===== config.mk =====
export PLATFORM = sky130hd
export DESIGN_NAME = nes_bus_top
export DESIGN_NICKNAME = d
export VERILOG_FILES = /design/src/common/nes_bus_pkg.sv /design/src/bus/bus_decode.sv /design/src/bus/data_bus_mux.sv /design/src/dma/dma_controller.sv /design/src/verilog/nes_bus_top.sv /design/src/verilog/nes_clocks.sv
export SDC_FILE = /design/constraint.sdc
export NUM_CORES = 1
export LEC_CHECK = 0
export BUFFER_PORTS_ARGS = -buffer_cell sky130_fd_sc_hd__buf_2
export CAP_MARGIN = 0
export CORE_MARGIN = 8
export CORE_UTILIZATION = 35
export CTS_BUF_LIST = sky130_fd_sc_hd__clkbuf_4 sky130_fd_sc_hd__clkbuf_8
export CTS_CLUSTER_DIAMETER = 150
export CTS_CLUSTER_SIZE = 16
export DETAILED_ROUTE_END_ITERATION = 7
export SLEW_MARGIN = 40
export SYNTH_ARGS = -nofsm -noshare
export SYNTH_HDL_FRONTEND = slang
export SYNTH_SLANG_ARGS = --single-unit

===== constraint.sdc =====
create_clock -name clk -period 3.1 [get_ports clk]
set_clock_uncertainty 0.05 [all_clocks]
set_input_delay 0.62 -clock clk [delete_from_list [all_inputs] [get_ports clk]]
set_output_delay 0.62 -clock clk [all_outputs]
set_load 0.05 [all_outputs]

===== src/common/nes_bus_pkg.sv =====
////////////////////////////////////////
// Shared types, divider counts and bus map for the console bus blocks
// Modules take it with a wildcard import in their header
////////////////////////////////////////
`default_nettype none

package nes_bus_pkg;

	typedef logic [15:0] addr_t; // CPU bus address
	typedef logic [7:0]  data_t; // Data byte

	// Master clock dividers
	localparam logic [3:0] CPU_DIV     = 4'd12; // Master clocks per CPU cycle
	localparam logic [2:0] PPU_DIV     = 3'd4;  // Master clocks per PPU dot
	localparam logic [2:0] PAL_SEQ_LEN = 3'd5;  // CPU cycles per PAL stretch group

	// Register addresses
	localparam addr_t OAM_DMA_ADDR    = 16'h4014; // Write starts sprite DMA
	localparam addr_t OAM_DATA_ADDR   = 16'h2004; // Sprite memory data port
	localparam addr_t JOY1_ADDR       = 16'h4016;
	localparam addr_t JOY2_ADDR       = 16'h4017;
	localparam addr_t APU_STATUS_ADDR = 16'h4015;

	// Device ranges, base inclusive and end exclusive
	localparam addr_t PPU_BASE = 16'h2000;
	localparam addr_t PPU_END  = 16'h4000;
	localparam addr_t APU_BASE = 16'h4000;
	localparam addr_t APU_END  = 16'h4018;

	// Low bit picks PAL timing, Dendy runs on NTSC timing
	typedef enum logic [1:0] {
		sys_ntsc  = 2'd0,
		sys_pal   = 2'd1,
		sys_dendy = 2'd2
	} system_e;

	// Bit 0 set while the CPU is held, bit 1 set while DMA owns the bus
	typedef enum logic [1:0] {
		spr_idle  = 2'b00,
		spr_align = 2'b01,
		spr_run   = 2'b11
	} spr_state_e;

	typedef enum logic {
		dmc_idle    = 1'b0,
		dmc_pending = 1'b1 // Fetch due on the next even cycle
	} dmc_state_e;

endpackage

`default_nettype wire


===== src/bus/bus_decode.sv =====
////////////////////////////////////////
// Chip selects and slot-qualified strobes from the shared bus,
// plus the sprite DMA trigger and the joypad strobe latch
////////////////////////////////////////
`timescale 1ns/1ps
`default_nettype none

module bus_decode import nes_bus_pkg::*; (
	input  logic       clk,
	input  logic       reset,
	input  logic       cart_slot,     // PPU write and PRG slot
	input  logic       ppu_read_slot,
	input  addr_t      bus_addr,
	input  logic       bus_rnw,
	input  data_t      bus_dout,
	output logic       ppu_cs,
	output logic       apu_cs,
	output logic       joy1_cs,
	output logic       joy2_cs,
	output logic       ppu_read,
	output logic       ppu_write,
	output logic       apu_read,
	output logic       apu_write,
	output logic       prg_read,
	output logic       prg_write,
	output logic       sprite_trigger,
	output logic       joypad_strobe,
	output logic [1:0] joypad_clock   // Bit 0 first pad, bit 1 second
);

	logic prg_cs;

	assign ppu_cs  = (bus_addr >= PPU_BASE) && (bus_addr < PPU_END);
	assign apu_cs  = (bus_addr >= APU_BASE) && (bus_addr < APU_END); // Joypads included
	assign joy1_cs = (bus_addr == JOY1_ADDR);
	assign joy2_cs = (bus_addr == JOY2_ADDR);
	assign prg_cs  = !ppu_cs && !apu_cs; // Everything else goes to the cart

	// PPU sees one access per CPU cycle
	assign ppu_read  = ppu_cs && bus_rnw && ppu_read_slot;
	assign ppu_write = ppu_cs && !bus_rnw && cart_slot;

	// APU runs off cpu_ce itself
	assign apu_read  = apu_cs && bus_rnw;
	assign apu_write = apu_cs && !bus_rnw;

	assign prg_read  = prg_cs && bus_rnw && cart_slot;
	assign prg_write = prg_cs && !bus_rnw && cart_slot;

	assign sprite_trigger = !bus_rnw && (bus_addr == OAM_DMA_ADDR);

	// One shift clock per joypad read
	assign joypad_clock = {joy2_cs && bus_rnw && ppu_read_slot,
	                       joy1_cs && bus_rnw && ppu_read_slot};

	always_ff @(posedge clk) begin
		if (reset)
			joypad_strobe <= 1'b0;
		else if (joy1_cs && !bus_rnw)
			joypad_strobe <= bus_dout[0]; // Both pads share the strobe
	end

endmodule

`default_nettype wire


===== src/bus/data_bus_mux.sv =====
////////////////////////////////////////
// CPU read-data selection with open-bus hold of the last value
////////////////////////////////////////
`timescale 1ns/1ps
`default_nettype none

module data_bus_mux import nes_bus_pkg::*; (
	input  logic       clk,
	input  logic       sys_reset,
	input  logic       ppu_cs,
	input  logic       apu_cs,
	input  logic       joy1_cs,
	input  logic       joy2_cs,
	input  logic       mem_allow,   // Cart memory answers this address
	input  logic       mic,         // Famicom microphone bit
	input  addr_t      bus_addr,
	input  data_t      ppu_dout,
	input  data_t      apu_dout,
	input  data_t      mem_din,
	input  logic [3:0] joypad_data, // Pads 1 and 2, then the extra bits
	input  logic [1:0] vaus,        // Paddle bits
	output data_t      data_bus
);

	data_t open_bus; // Last value driven on the bus

	always_ff @(posedge clk) begin
		open_bus <= data_bus;
	end

	always_comb begin
		if (sys_reset) begin
			data_bus = 8'h00;
		end else if (apu_cs) begin
			if (joy1_cs)
				data_bus = {open_bus[7:5], 2'b00, mic, vaus[0], joypad_data[0]};
			else if (joy2_cs)
				data_bus = {open_bus[7:5], joypad_data[3:2], 1'b0, vaus[1], joypad_data[1]};
			else if (bus_addr == APU_STATUS_ADDR)
				data_bus = apu_dout;
			else
				data_bus = open_bus; // Write-only APU registers
		end else if (ppu_cs) begin
			data_bus = ppu_dout;
		end else if (mem_allow) begin
			data_bus = mem_din;
		end else begin
			data_bus = open_bus; // Nothing drives it
		end
	end

endmodule

`default_nettype wire


===== src/dma/dma_controller.sv =====
////////////////////////////////////////
// Sprite page copy and DMC byte fetch; takes the bus from the CPU
// and pauses it, advancing on CPU ticks only
////////////////////////////////////////
`timescale 1ns/1ps
`default_nettype none

module dma_controller import nes_bus_pkg::*; (
	input  logic  clk,
	input  logic  reset,
	input  logic  cpu_ce,
	input  logic  odd_cycle,
	input  logic  sprite_trigger, // Write to OAM_DMA_ADDR seen
	input  logic  dmc_trigger,    // Request from the APU
	input  logic  cpu_rnw,
	input  data_t cpu_dout,       // Source page on trigger
	input  data_t data_bus,
	input  addr_t dmc_addr,
	output addr_t dma_addr,
	output logic  dma_active,     // DMA drives the bus
	output logic  dma_rnw,
	output logic  dmc_ack,
	output logic  pause_cpu,
	output data_t dma_dout
);

	spr_state_e spr_state;
	dmc_state_e dmc_state;
	addr_t      spr_addr;  // Page and low-byte counter
	data_t      last_byte; // Byte fetched on the read half
	logic [8:0] next_low;  // Carry marks the end of the page
	logic       spr_read;

	assign next_low = {1'b0, spr_addr[7:0]} + 9'd1;
	assign spr_read = (spr_state == spr_run) && !odd_cycle && !dmc_ack;

	always_ff @(posedge clk) begin
		if (reset) begin
			spr_state <= spr_idle;
			dmc_state <= dmc_idle;
		end else if (cpu_ce) begin
			case (dmc_state)
				dmc_idle:
					if (dmc_trigger && cpu_rnw && !odd_cycle)
						dmc_state <= dmc_pending;
				dmc_pending:
					if (!odd_cycle) // Fetch cycle done
						dmc_state <= dmc_idle;
				default: dmc_state <= dmc_idle;
			endcase

			if (sprite_trigger) begin
				spr_state <= spr_align;
			end else begin
				case (spr_state)
					spr_align:
						if (cpu_rnw && odd_cycle) // Take the bus for the next even cycle
							spr_state <= spr_run;
					spr_run:
						if (odd_cycle && next_low[8])
							spr_state <= spr_idle;
						else if (!odd_cycle && dmc_state == dmc_pending)
							spr_state <= spr_align; // DMC stole the read, waste the odd cycle
					default: spr_state <= spr_idle;
				endcase
			end
		end
	end

	always_ff @(posedge clk) begin
		if (cpu_ce) begin
			if (sprite_trigger)
				spr_addr <= {cpu_dout, 8'h00};
			else if (spr_state == spr_run && odd_cycle)
				spr_addr[7:0] <= next_low[7:0]; // Step after each write
			if (spr_read)
				last_byte <= data_bus;
		end
	end

	assign dmc_ack    = (dmc_state == dmc_pending) && !odd_cycle;
	assign dma_active = dmc_ack || (spr_state == spr_run);
	assign dma_rnw    = !odd_cycle; // Reads even, writes odd
	assign dma_dout   = last_byte;
	assign dma_addr   = dmc_ack ? dmc_addr : (!odd_cycle ? spr_addr : OAM_DATA_ADDR);

	// Pending fetch keeps the CPU held even if the request drops
	assign pause_cpu = (spr_state != spr_idle) || dmc_trigger || (dmc_state == dmc_pending);

endmodule

`default_nettype wire


===== src/verilog/nes_bus_top.sv =====
////////////////////////////////////////
// Bus side of the console core; the CPU, PPU, APU and cart attach
// through the ports, and DMA takes the bus while dma_active is high
////////////////////////////////////////
`timescale 1ns/1ps
`default_nettype none

module nes_bus_top import nes_bus_pkg::*; (
	input  logic       clk,
	input  logic       reset,
	input  system_e    sys_type,
	input  addr_t      cpu_addr,
	input  logic       cpu_rnw,
	input  data_t      cpu_dout,
	input  logic       dmc_trigger,
	input  addr_t      dmc_addr,
	input  data_t      ppu_dout,
	input  data_t      apu_dout,
	input  data_t      mem_din,
	input  logic       mem_allow,
	input  logic [3:0] joypad_data,
	input  logic [1:0] vaus,
	input  logic       mic,
	output logic       cpu_ce,
	output logic       ppu_ce,
	output logic       cart_ce,
	output logic       odd_cycle,
	output logic       pause_cpu,
	output logic       dmc_ack,
	output addr_t      bus_addr,
	output data_t      bus_dout,
	output logic       bus_rnw,
	output data_t      data_bus,
	output logic       ppu_read,
	output logic       ppu_write,
	output logic       apu_read,
	output logic       apu_write,
	output logic       prg_read,
	output logic       prg_write,
	output logic       joypad_strobe,
	output logic [1:0] joypad_clock
);

	logic  cart_slot, ppu_read_slot, sys_reset;
	logic  dma_active, dma_rnw, sprite_trigger;
	logic  ppu_cs, apu_cs, joy1_cs, joy2_cs;
	addr_t dma_addr;
	data_t dma_dout;

	// DMA overrides the CPU bus
	assign bus_addr = dma_active ? dma_addr : cpu_addr;
	assign bus_dout = dma_active ? dma_dout : cpu_dout;
	assign bus_rnw  = dma_active ? dma_rnw  : cpu_rnw;

	nes_clocks i_clocks (
		.clk(clk), .reset(reset), .sys_type(sys_type),
		.cpu_ce(cpu_ce), .ppu_ce(ppu_ce), .cart_ce(cart_ce),
		.cart_slot(cart_slot), .ppu_read_slot(ppu_read_slot),
		.odd_cycle(odd_cycle), .sys_reset(sys_reset)
	);

	dma_controller i_dma (
		.clk(clk), .reset(sys_reset), .cpu_ce(cpu_ce), .odd_cycle(odd_cycle),
		.sprite_trigger(sprite_trigger), .dmc_trigger(dmc_trigger),
		.cpu_rnw(cpu_rnw), .cpu_dout(cpu_dout), .data_bus(data_bus),
		.dmc_addr(dmc_addr), .dma_addr(dma_addr), .dma_active(dma_active),
		.dma_rnw(dma_rnw), .dmc_ack(dmc_ack), .pause_cpu(pause_cpu),
		.dma_dout(dma_dout)
	);

	bus_decode i_decode (
		.clk(clk), .reset(sys_reset), .cart_slot(cart_slot),
		.ppu_read_slot(ppu_read_slot), .bus_addr(bus_addr), .bus_rnw(bus_rnw),
		.bus_dout(bus_dout), .ppu_cs(ppu_cs), .apu_cs(apu_cs),
		.joy1_cs(joy1_cs), .joy2_cs(joy2_cs), .ppu_read(ppu_read),
		.ppu_write(ppu_write), .apu_read(apu_read), .apu_write(apu_write),
		.prg_read(prg_read), .prg_write(prg_write),
		.sprite_trigger(sprite_trigger), .joypad_strobe(joypad_strobe),
		.joypad_clock(joypad_clock)
	);

	data_bus_mux i_mux (
		.clk(clk), .sys_reset(sys_reset), .ppu_cs(ppu_cs), .apu_cs(apu_cs),
		.joy1_cs(joy1_cs), .joy2_cs(joy2_cs), .mem_allow(mem_allow), .mic(mic),
		.bus_addr(bus_addr), .ppu_dout(ppu_dout), .apu_dout(apu_dout),
		.mem_din(mem_din), .joypad_data(joypad_data), .vaus(vaus),
		.data_bus(data_bus)
	);

endmodule

`default_nettype wire


===== src/verilog/nes_clocks.sv =====
////////////////////////////////////////
// Master clock division into CPU and PPU enables, phase slots,
// even/odd cycle and the reset hold-off until the first CPU tick
////////////////////////////////////////
`timescale 1ns/1ps
`default_nettype none

module nes_clocks import nes_bus_pkg::*; (
	input  logic    clk,
	input  logic    reset,
	input  system_e sys_type,
	output logic    cpu_ce,
	output logic    ppu_ce,
	output logic    cart_ce,
	output logic    cart_slot,
	output logic    ppu_read_slot,
	output logic    odd_cycle,
	output logic    sys_reset
);

	logic [3:0] div_cpu;       // 1 to CPU_DIV
	logic [2:0] div_ppu;       // 1 to PPU_DIV
	logic [1:0] ppu_tick;      // Dot index inside the current CPU cycle
	logic [2:0] pal_count;     // Position in the PAL stretch group
	system_e    last_sys_type;
	logic       pal;
	logic       stretch;       // Current CPU cycle is one dot longer
	logic [1:0] cart_dot;

	assign pal     = sys_type[0];
	assign stretch = pal && (pal_count == PAL_SEQ_LEN - 3'd1);

	assign cpu_ce = (div_cpu == CPU_DIV);
	assign ppu_ce = (div_ppu == PPU_DIV);

	// First dot after the tick, or second in a stretched cycle
	assign cart_dot      = stretch ? 2'd1 : 2'd0;
	assign cart_slot     = ppu_ce && (ppu_tick == cart_dot);
	assign ppu_read_slot = ppu_ce && (ppu_tick == cart_dot + 2'd1); // One dot later
	assign cart_ce       = cart_slot && !sys_reset; // Mapper held during reset

	always_ff @(posedge clk) begin
		if (reset) begin
			div_cpu       <= 4'd1;
			div_ppu       <= 3'd1;
			ppu_tick      <= 2'd0;
			pal_count     <= 3'd0;
			last_sys_type <= sys_type;
		end else if (sys_type != last_sys_type) begin
			// Realign everything as if a CPU tick just happened
			div_cpu       <= 4'd1;
			div_ppu       <= 3'd1;
			ppu_tick      <= 2'd0;
			pal_count     <= 3'd0;
			last_sys_type <= sys_type;
		end else begin
			if (!(stretch && ppu_tick == 2'd0)) // Hold CPU count for one dot
				div_cpu <= cpu_ce ? 4'd1 : div_cpu + 4'd1;
			div_ppu <= ppu_ce ? 3'd1 : div_ppu + 3'd1;

			if (cpu_ce)
				ppu_tick <= 2'd0;
			else if (ppu_ce)
				ppu_tick <= ppu_tick + 2'd1;

			if (!pal)
				pal_count <= 3'd0;
			else if (cpu_ce)
				pal_count <= (pal_count == PAL_SEQ_LEN - 3'd1) ? 3'd0 : pal_count + 3'd1;
		end
	end

	// Core reset lasts until a CPU tick, odd_cycle starts even after it
	always_ff @(posedge clk) begin
		if (reset) begin
			sys_reset <= 1'b1;
			odd_cycle <= 1'b0;
		end else if (cpu_ce) begin
			sys_reset <= 1'b0;
			odd_cycle <= sys_reset ? 1'b0 : ~odd_cycle;
		end
	end

endmodule

`default_nettype wire

== Word level (Yosys, flattened, before mapping) ==
Index checks and enable logic that the tools add are counted.

* Add/subtract/negate cells: 6
* Magnitude comparators: 4
* Equality and inequality tests: 14
* Mux-type cells: 27
* Bitwise operators: 3
* Reduce and logical (&&, ||, !) cells: 53

{| class="wikitable"
|+ Operator list
! kind !! count
|-
| $mux W8 || 9
|-
| $eq A16 B15 Y1 const B || 4
|-
| $mux W16 || 3
|-
| $logic_and A1 B1 Y1 || 32
|-
| $lt A16 B15 Y1 const B || 2
|-
| $ge A16 B14 Y1 const B || 1
|-
| $ge A16 B15 Y1 const B || 1
|-
| $mux W2 || 6
|-
| $add A8 B1 Y9 const B || 1
|-
| $reduce_or A3 Y1 || 3
|-
| $add A3 B1 Y3 const B || 2
|-
| $eq A3 B3 Y1 const B || 2
|-
| $logic_not A1 Y1 || 6
|-
| $reduce_and A2 Y1 || 3
|-
| $reduce_bool A2 Y1 || 3
|-
| $mux W1 || 5
|-
| $add A2 B1 Y2 const B || 2
|-
| $add A4 B1 Y4 const B || 1
|-
| $eq A2 B2 Y1 || 2
|-
| $eq A4 B4 Y1 const B || 1
|-
| $mux W4 || 1
|-
| $ne A4 B2 Y1 const B || 1
|-
| $pmux W2 S2 || 1
|-
| $logic_or A1 B1 Y1 || 3
|-
| 10 further kinds || 12
|}

* Register bits after elaboration: 52
* Input bits: 78
* Output and inout port bits: 48
* Logic and storage cells: 121

== Depth between registers and ports, before layout ==
Gate-level depths: netlist of run 1.

* Word-level depth: 10
* Gate-level depth with buffers: 11

== Modules after synthesis ==
Synthesis of run 1 repeated with hierarchy kept, for this count alone.

* Cells, all modules: 339
* Area total of the unflattened synthesis: 3517.1 µm²

{| class="wikitable"
|+ Modules (own cells, without submodules)
! module !! instances !! cells an instance !! area each (µm²) !! seq. area each (µm²)
|-
| dma_controller || 1 || 116 || 1337.5 || 780.7
|-
| nes_clocks || 1 || 83 || 805.8 || 340.3
|-
| data_bus_mux || 1 || 83 || 729.4 || 160.2
|-
| nes_bus_top || 1 || 28 || 407.9 || 0.0
|-
| bus_decode || 1 || 29 || 236.5 || 20.0
|}

== Worst setup path after synthesis of run 1 ==
Ideal clock, no wire load.

* Path type: register to output
* From: reg i_clocks.odd_cycle
* To: out data_bus[2]
* Data arrival time: 4.201 ns
* Required time: 2.430 ns
* Path slack: -1.771 ns
* Stages on the path, launching flop included: 10
* Path through: dfxtp_1 > buf_4 > nand2b_4 > inv_1 > a32oi_1 > o21ai_1 > nor4_4 > nand4_2 > o2111a_1 > a211oi_1

* Word-level cells in the longest chain between the ends: 10
* Elaborated cells on any way between the ends: 21

{| class="wikitable"
|+ Ends and longest elaborated chain
! what !! line !! RTL
|-
| start: declaration || nes_clocks.sv:17 || <nowiki>output logic odd_cycle,</nowiki>
|-
| start signal: assignment || nes_clocks.sv:80 || <nowiki>odd_cycle <= sys_reset ? 1'b0 : ~odd_cycle;</nowiki>
|-
| $logic_not A1 Y1 (*) || dma_controller.sv:81 || <nowiki>assign dmc_ack = (dmc_state == dmc_pending) && !odd_cycle;</nowiki>
|-
| $logic_and A1 B1 Y1 (*) || dma_controller.sv:81 ||
|-
| via dmc_ack || nes_bus_top.sv:29 || <nowiki>output logic dmc_ack,</nowiki>
|-
| $mux W16 / $logic_or A1 B1 Y1 (equally long branches) || dma_controller.sv:85, dma_controller.sv:82 ||
|-
| $mux W16 (*) || nes_bus_top.sv:51 || <nowiki>assign bus_addr = dma_active ? dma_addr : cpu_addr;</nowiki>
|-
| via bus_addr[15] || nes_bus_top.sv:30 || <nowiki>output addr_t bus_addr,</nowiki>
|-
| parallel branches: the longest is 4 deep, another holds $ge A16 B14 Y1 || - ||
|-
| $mux W8 (*) || data_bus_mux.sv:34 || <nowiki>end else if (apu_cs) begin</nowiki>
|-
| $mux W8 (*) || data_bus_mux.sv:32 || <nowiki>if (sys_reset) begin</nowiki>
|-
| end: declaration || nes_bus_top.sv:33 || <nowiki>output data_t data_bus,</nowiki>
|}

Mark *: on every way through the listed nets, which the timed path passes.

== Worst setup path in the final report of run 1 ==
* From: in cpu_addr[7]
* To: out data_bus[3]

* Word-level cells in the longest chain between the ends: 7
* Elaborated cells on any way between the ends: 16

{| class="wikitable"
|+ Ends and longest elaborated chain
! what !! line !! RTL
|-
| start: declaration || nes_bus_top.sv:12 || <nowiki>input addr_t cpu_addr,</nowiki>
|-
| $mux W16 (*) || nes_bus_top.sv:51 ||
|-
| parallel branches: the longest is 4 deep, another holds $ge A16 B14 Y1 || - ||
|-
| $mux W8 (*) || data_bus_mux.sv:34 ||
|-
| $mux W8 (*) || data_bus_mux.sv:32 ||
|}

Mark *: on every way between the ends.

==> run metrics, run 1 <==
run status complete, but fails checks; violated checks setup timing; P_int around 1.1 mW; maxcap violations 0; placeable core area 9240 um2; fraction of the mapped netlist area in simple logic gates 23.9%; flip-flop cell with the highest count after synthesis edfxtp_1; Logic pwr share just under 20%; final max-slew violation count 0; initial antenna violation count 0; Fin Setup TNS -5.95 ns; WP data required between 2 and 2.5 ns; vias after detailed routing roughly 3700; power density of the placed cells roughly 280 nW/um2; Slew Limit Headroom between 60% and 70%; proportion of power drawn by the clock network a little under a third; data arrival time of the critical path around 3 ns; die height roughly 110 um; register bit count reported by yosys 52; die area around 13000 um2; number of synthesized flops with an enable pin 26; CTS Buffer Depth 2; total of buffers placed on input and output ports 125; switching power 0.397 mW; clock tree from TritonCTS yes; vias in the first global route around 3900; first-pass GRT wire length 19.1 mm; share of power burned in registers 49.7%; portion of the post-synthesis area used by sequential elements 38.9%; Final setup viols 14; TritonCTS sink count 52; slew of the pin with the lowest slew margin 0.548 ns; routed metal-1 wirelength 5.47 mm; Avg Synthesized Cell Area around 8.6 um2; count of warnings emitted by yosys 0; standby leakage power around 2.3 nW; maximum fanout count along the critical path 4; overall global routing resource usage a little under a fifth; portion of netlist area occupied by mux cells ~5.5%; area delta synth->final 56.8%; pin count of the biggest net entering global routing 16; horizontal die dimension ~110 um; total nets after synthesis between 400 and 500; wire length after detailed routing about 12 mm; Final Worst Setup Slack -0.560 ns; type of element capturing the critical path output port; Switching Fraction about 27%; DP Wirelength approximately 9.7 mm; maximum vdd ir drop 0.223 mV; effective utilization at floorplan 36.2%; number of top-level pins around 130; Synth Area in Compound Gates approximately 20%; violation count after the first detailed-route iteration between 100 and 150; Worst setup SP type input pin; unrepaired setup endpoints after global routing yes; met3 wire length 723 um; post-synthesis instance total 390; uppermost layer routed met4; number of levels in the clock H-tree 2; number of design rule violations left after detail routing 0; clock slew seen by the registers of the worst setup and hold paths around 0.08 ns; share of post-route cells with drive strength above 1 46.7%; cell chosen for the clock root clkbuf_8; clock latency of the later-clocked register in the worst-skew pair ~0.30 ns; share of the cycle needed by the critical path after routing 118%; area share of xor/xnor cells in the synthesized design 2.88%; Met2 Routed Length just under 6 mm; residual antenna-violating net count after detailed routing 0; total clock buffers created by CTS 5; adder and majority cell fraction of the synthesized area 2.99%; total gr overflow 0; post-layout min period about 3.7 ns; Synth Cell Area 3340 um2; highest attainable clock frequency approximately 0.27 GHz; path type of the worst setup path input pin to output port; final hold violation count 0; number of nets at the end of the flow ~670; class of the tightest hold or removal check register to register; Placer Congestion roughly 0.87; number of distinct library cells after synthesis between 60 and 70; number of iterations in the first detailed-routing pass 5; WL/cell between 15 and 20 um; Final Util 56.7%; combinational family with the most area after synthesis simple AND/OR/NAND/NOR gates; Synth async-reset ratio 0%; Row Count 35; Via-to-Cell Ratio just over 5; Ant. Diodes 0
per-stage QoR:
step | setup WS (ns) | hold slack [ns] | total power [mW] | cell area, um2 | instances
after detailed placement | -0.616 | 0.359 | 1.02 | 4860 | 700
after global routing | -0.675 | 0.398 | 1.52 | 5240 | 716
final | -0.560 | 0.371 | 1.47 | 5240 | 716
after floorplan | -0.609 | 0.335 | 0.898 | 3590 | 390
after CTS | -0.502 | 0.378 | 1.48 | 5150 | 713
after global placement | -0.562 | 0.345 | 1.02 | 4860 | 700
cell families after synthesis:
group           count (synthesis)
buf+inv                        43
fa+ha+maj                       8
flops                          52
xor+xnor                       11
compound gates                 98
mux                            18
simple gates                  160
power by group through the flow:
| stage | sequential (mW) | clock [mW] | combinational, mW |
|---|---|---|---|
| after floorplan | 0.743 | 0 | 0.155 |
| after global placement | 0.744 | 0 | 0.272 |
| after detailed placement | 0.744 | 0 | 0.276 |
| after CTS | 0.728 | 0.469 | 0.281 |
| after global routing | 0.730 | 0.489 | 0.303 |
| final | 0.728 | 0.453 | 0.285 |
worst max-delay path, stage by stage:
cell and delay, ns:
buf_6 0.09, or4_4 0.54, a31oi_4 0.20, o21ai_2 0.09
or4_4 0.56, nor3_4 0.34, buf_6 0.16, nand3_4 0.07
a21oi_4 0.16, buf_12 0.16
metal layers:
metal	up-vias	GRT usage [%]
li1	1815	-
met1	1708	22.7
met2	122	30.9
met3	12	4.17
met4	0	4.44
met5	-	0
cell usage after synthesis, types with 8 or more instances:
library cell / count / area share [%]
nand2_1: 56 / 6.3
nor2_1: 35 / 3.9
dfxtp_1: 26 / 16
edfxtp_1: 26 / 23
inv_1: 22 / 2.5
a21oi_1: 20 / 3.0
nand3_1: 19 / 2.8
mux2i_1: 14 / 4.2
nor3_1: 14 / 2.1
o21ai_0: 14 / 2.1
a31oi_1: 9 / 1.7
clkbuf_1: 9 / 1.0
ha_1: 8 / 3.0
sequential cells by signal (all words and copies together), names as in the netlist:
name                    cells
i_clocks.div_cpu            4
i_clocks.div_ppu            3
i_clocks.last_sys_type      2
i_clocks.odd_cycle          1
i_clocks.pal_count          3
i_clocks.ppu_tick           2
i_clocks.sys_reset          1
i_decode.joypad_strobe      1
i_dma.dma_dout              8
i_dma.dmc_state             1
i_dma.spr_addr             16
i_dma.spr_state             2
i_mux.open_bus              8
area by class of cell:
class / instances / area [um2]
clock buffer: 5 / 68.8
clock inverter: 3 / 37.5
fill: 854 / 4000
inverter: 23 / 95.1
multi-input combinational: 295 / 2160
sequential: 52 / 1310
tap: 129 / 161
timing repair buffer: 209 / 1410
path summary, 6_finish.rpt:
path	end	slack, ns	cells after the start	from
worst max-delay path	data_bus[3]	-0.56	10	cpu_addr[7]
worst min-delay path	i_clocks.div_ppu[0]	0.37	1	i_clocks.div_ppu[0]
worst max register to register	i_dma.dma_dout[3]	0.21	11	i_dma.spr_state[1]
worst min register to register	i_clocks.div_ppu[0]	0.37	1	i_clocks.div_ppu[0]
timing repair:
action	4_1_cts	5_1_grt
hold buffers	0	0
setup buffers	5	4
endpoints found under the setup margin	14	22
gates resized for setup	43	13
hold endpoints to repair	0	0
pin swaps	7	15
cells in the final DEF (no fill, tap or decap), drive strengths merged, types with 8 or more instances in the layout:
| cell type | instances |
|---|---|
| a21oi | 20 |
| mux2i | 14 |
| dfxtp | 26 |
| nand2 | 57 |
| edfxtp | 26 |
| nand3 | 19 |
| nor2 | 36 |
| nor3 | 15 |
| inv | 20 |
| buf | 209 |
| o21ai | 17 |
| a31oi | 9 |
| ha | 8 |
(Power assumes the default switching activity.)
==> inputs of run 2 (changes only) <==
--- a/config.mk
+++ b/config.mk
@@ -7,6 +7,7 @@
 export LEC_CHECK = 0
 export BUFFER_PORTS_ARGS = -buffer_cell sky130_fd_sc_hd__buf_2
 export CAP_MARGIN = 0
+export CORE_ASPECT_RATIO = 1.4
 export CORE_MARGIN = 8
 export CORE_UTILIZATION = 35
 export CTS_BUF_LIST = sky130_fd_sc_hd__clkbuf_4 sky130_fd_sc_hd__clkbuf_8
==> constraint.sdc (replaced) <==
create_clock -name clk -period 3.1 [get_ports clk]
set_clock_uncertainty 0.05 [all_clocks]
set_input_delay 0.155 -clock clk [delete_from_list [all_inputs] [get_ports clk]]
set_output_delay 0.155 -clock clk [all_outputs]
set_load 0.05 [all_outputs]
==> run metrics, run 2 (same netlist as run 1, synthesis figures left out) <==
run status completed; Final Worst Setup Slack 0.107 ns (+0.666 ns); Hold Path Depth 2 (+1); chain of cells forming the critical path nand2b_4, clkinvlp_4, a32oi_2, o21ai_4, or4_4, nor3_4, nand3_2, a21oi_4, buf_6; residual antenna-violating net count after detailed routing 0 (unchanged); WL/cell 17.9 um (+6.0%); share of post-route cells with drive strength above 1 41.6% (-5.1 points); final hold violation count 0 (unchanged); maximum vdd ir drop 0.203 mV (-8.8%); setup slack of the most critical reg-to-reg path 0.36 ns (+0.15 ns); die area 13000 um2 (+0.34%); DP Wirelength 9.31 mm (-4.4%); class of the tightest hold or removal check input pin to register; maxcap violations 0 (unchanged); initial antenna violation count 0 (unchanged); Final Util 51.0% (-5.8 points); largest register by flop count i_dma.spr_addr; unrepaired setup endpoints after global routing yes; WP data required 2.89 ns (+0.46 ns); area delta synth->final 42.6%; path type of the worst setup path register to output port; startpoint of the most critical hold path reset; worst setup slack before clock tree synthesis 0.167 ns (+0.783 ns); most common cell after layout, fill and taps aside buf_2; number of levels in the clock H-tree 2 (unchanged); first-pass GRT wire length 18.5 mm (-3.1%); final max-slew violation count 0 (unchanged); Fin Setup TNS 0 ns (+5.95 ns); type of element capturing the critical path output port; final instance area 4770 um2 (-9.0%); WHS Endpoint i_clocks.odd_cycle; number of nets at the end of the flow 631 (-6.1%); Final setup viols 0 (-14); total of buffers placed on input and output ports 125 (unchanged); number of design rule violations left after detail routing 0 (unchanged); Worst setup SP type register; overall global routing resource usage 17.8% (-0.44 points); cell chosen for the clock root clkbuf_8; die height 132 um (+16%); standby leakage power 2.07 nW (-9.8%); share of the cycle needed by the critical path after routing 96.6% (-21 points); Logic pwr share 18.6% (-0.8 points); vias in the first global route 3675 (-5.0%); Via-to-Cell Ratio 5.27 (+3.2%); Slew Limit Headroom 64.0% (+0.85 points); Switching Fraction 27.3% (+0.22 points); commonest cells after routing, fill and taps aside buf_2, nand2_1, buf_4; wire length after detailed routing 11.8 mm (-2.8%); horizontal die dimension 98.6 um (-13%); post-layout min period 2.99 ns (-0.666 ns); effective utilization at floorplan 35.8% (-0.44 points); FILL cells 899 (+5.3%); Placed Instance Area 4400 um2 (-9.6%); number of top-level pins 126 (unchanged); Placer Congestion 0.829 (-4.5%); share of power burned in registers 51.1% (+1.4 points); Ant. Diodes 0 (unchanged); total instance count after detailed placement 630 (-10%); Reg2Reg Launch Point i_clocks.odd_cycle; endpoint of the worst register-to-register path i_dma.spr_addr[7]; clock slew seen by the registers of the worst setup and hold paths 0.08 ns (about the same); total clock buffers created by CTS 5 (unchanged); power density of the placed cells 299 nW/um2 (+6.8%); clock tree from TritonCTS yes; Row Count 42 (+20%); worst slack on hold paths 0.0136 ns (-0.357 ns); clock latency of the later-clocked register in the worst-skew pair 0.31 ns (about the same); slowest library cell on the worst path or4_4; CTS Buffer Depth 2 (unchanged); P_int 1.04 mW (-3.1%); data arrival time of the critical path 2.79 ns (-0.20 ns); number of iterations in the first detailed-routing pass 4 (-1); pin count of the biggest net entering global routing 20 (+4); switching power 0.389 mW (-2.1%); TritonCTS sink count 52 (unchanged); placeable core area 9350 um2 (+1.2%); maximum fanout count along the critical path 6 (+2); vias after detailed routing 3457 (-5.5%); reg2reg path depth 9 (-2); crit-path max cell delay 0.56 ns (about the same); total power of the final layout 1.42 mW (-2.9%); violation count after the first detailed-route iteration 141 (-2.8%); proportion of power drawn by the clock network 30.3% (-0.6 points); flip-flop count of the largest register after layout 16 (unchanged); final instance count without filler cells 656 (-8.4%); total gr overflow 0 (unchanged); highest attainable clock frequency 0.334 GHz (+22%); slew of the pin with the lowest slew margin 0.536 ns (-0.0126 ns)
-- run 2: cell count changes in the layout (fill, tap and decap cells not counted), moves of 3 or more --
cell	change
nor3_2	+5
buf_6	-5
dlygate4sd3_1	+8
nor3_4	-3
buf_12	-3
buf_8	-4
buf_2	+5
buf_4	-44
-- run 2: power by group through the flow --
stage	Combinational, mW	Sequential, mW	Clock, mW
final	0.265	0.728	0.431
after global routing	0.287	0.730	0.462
after CTS	0.262	0.728	0.444
after detailed placement	0.252	0.744	0
after global placement	0.251	0.744	0
after floorplan	0.153	0.743	0
-- run 2: worst max path at each step --
stage                             from           endpoint  slack (ns)  cells after the start
floorplan           i_clocks.odd_cycle  i_dma.dma_dout[5]       -0.30                     11
global placement    i_dma.spr_state[0]    joypad_clock[1]        0.14                      8
detailed placement  i_dma.spr_state[1]        data_bus[6]        0.17                      8
CTS                 i_clocks.odd_cycle        data_bus[6]       -0.01                     11
global route        i_dma.spr_state[0]        data_bus[0]       -0.01                     10
finish              i_clocks.odd_cycle        data_bus[3]        0.11                      9
-- run 2: repair_timing --
action                     in CTS  in global routing
setup endpoints to repair       9                 12
resized for setup              19                 16
pin swaps                       2                  7
hold buffers                    7                  1
hold endpoints to repair        7                  1
buffers inserted                2                  8
-- run 2: critical path, delay by kind of cell, from the launching register on --
family                 cells  cell delay (ns)
and+or+nand+nor            4             1.23
buffers and inverters      2             0.34
DFF                        1             0.39
AOI/OAI and AO/OA          3             0.53
-- run 2: routing by layer --
metal | track usage (%) | vias up | wire [um]
met5 | 0 | - | 0
li1 | - | 1723 | -
met4 | 5.83 | 0 | 257
met2 | 32.6 | 110 | 6070
met1 | 19.4 | 1607 | 4810
met3 | 4.12 | 17 | 629
-- run 2: area by class of cell --
cell class | count | area, um2 | area share, %
clock buffers | 8 | 104 | 2.18
flip-flops and latches | 52 | 1310 | 27.4
repair buffers | 168 | 1020 | 21.5
inverters | 23 | 95.1 | 1.99
multi-input cells | 295 | 2100 | 44.0
well taps | 110 | 138 | 2.89
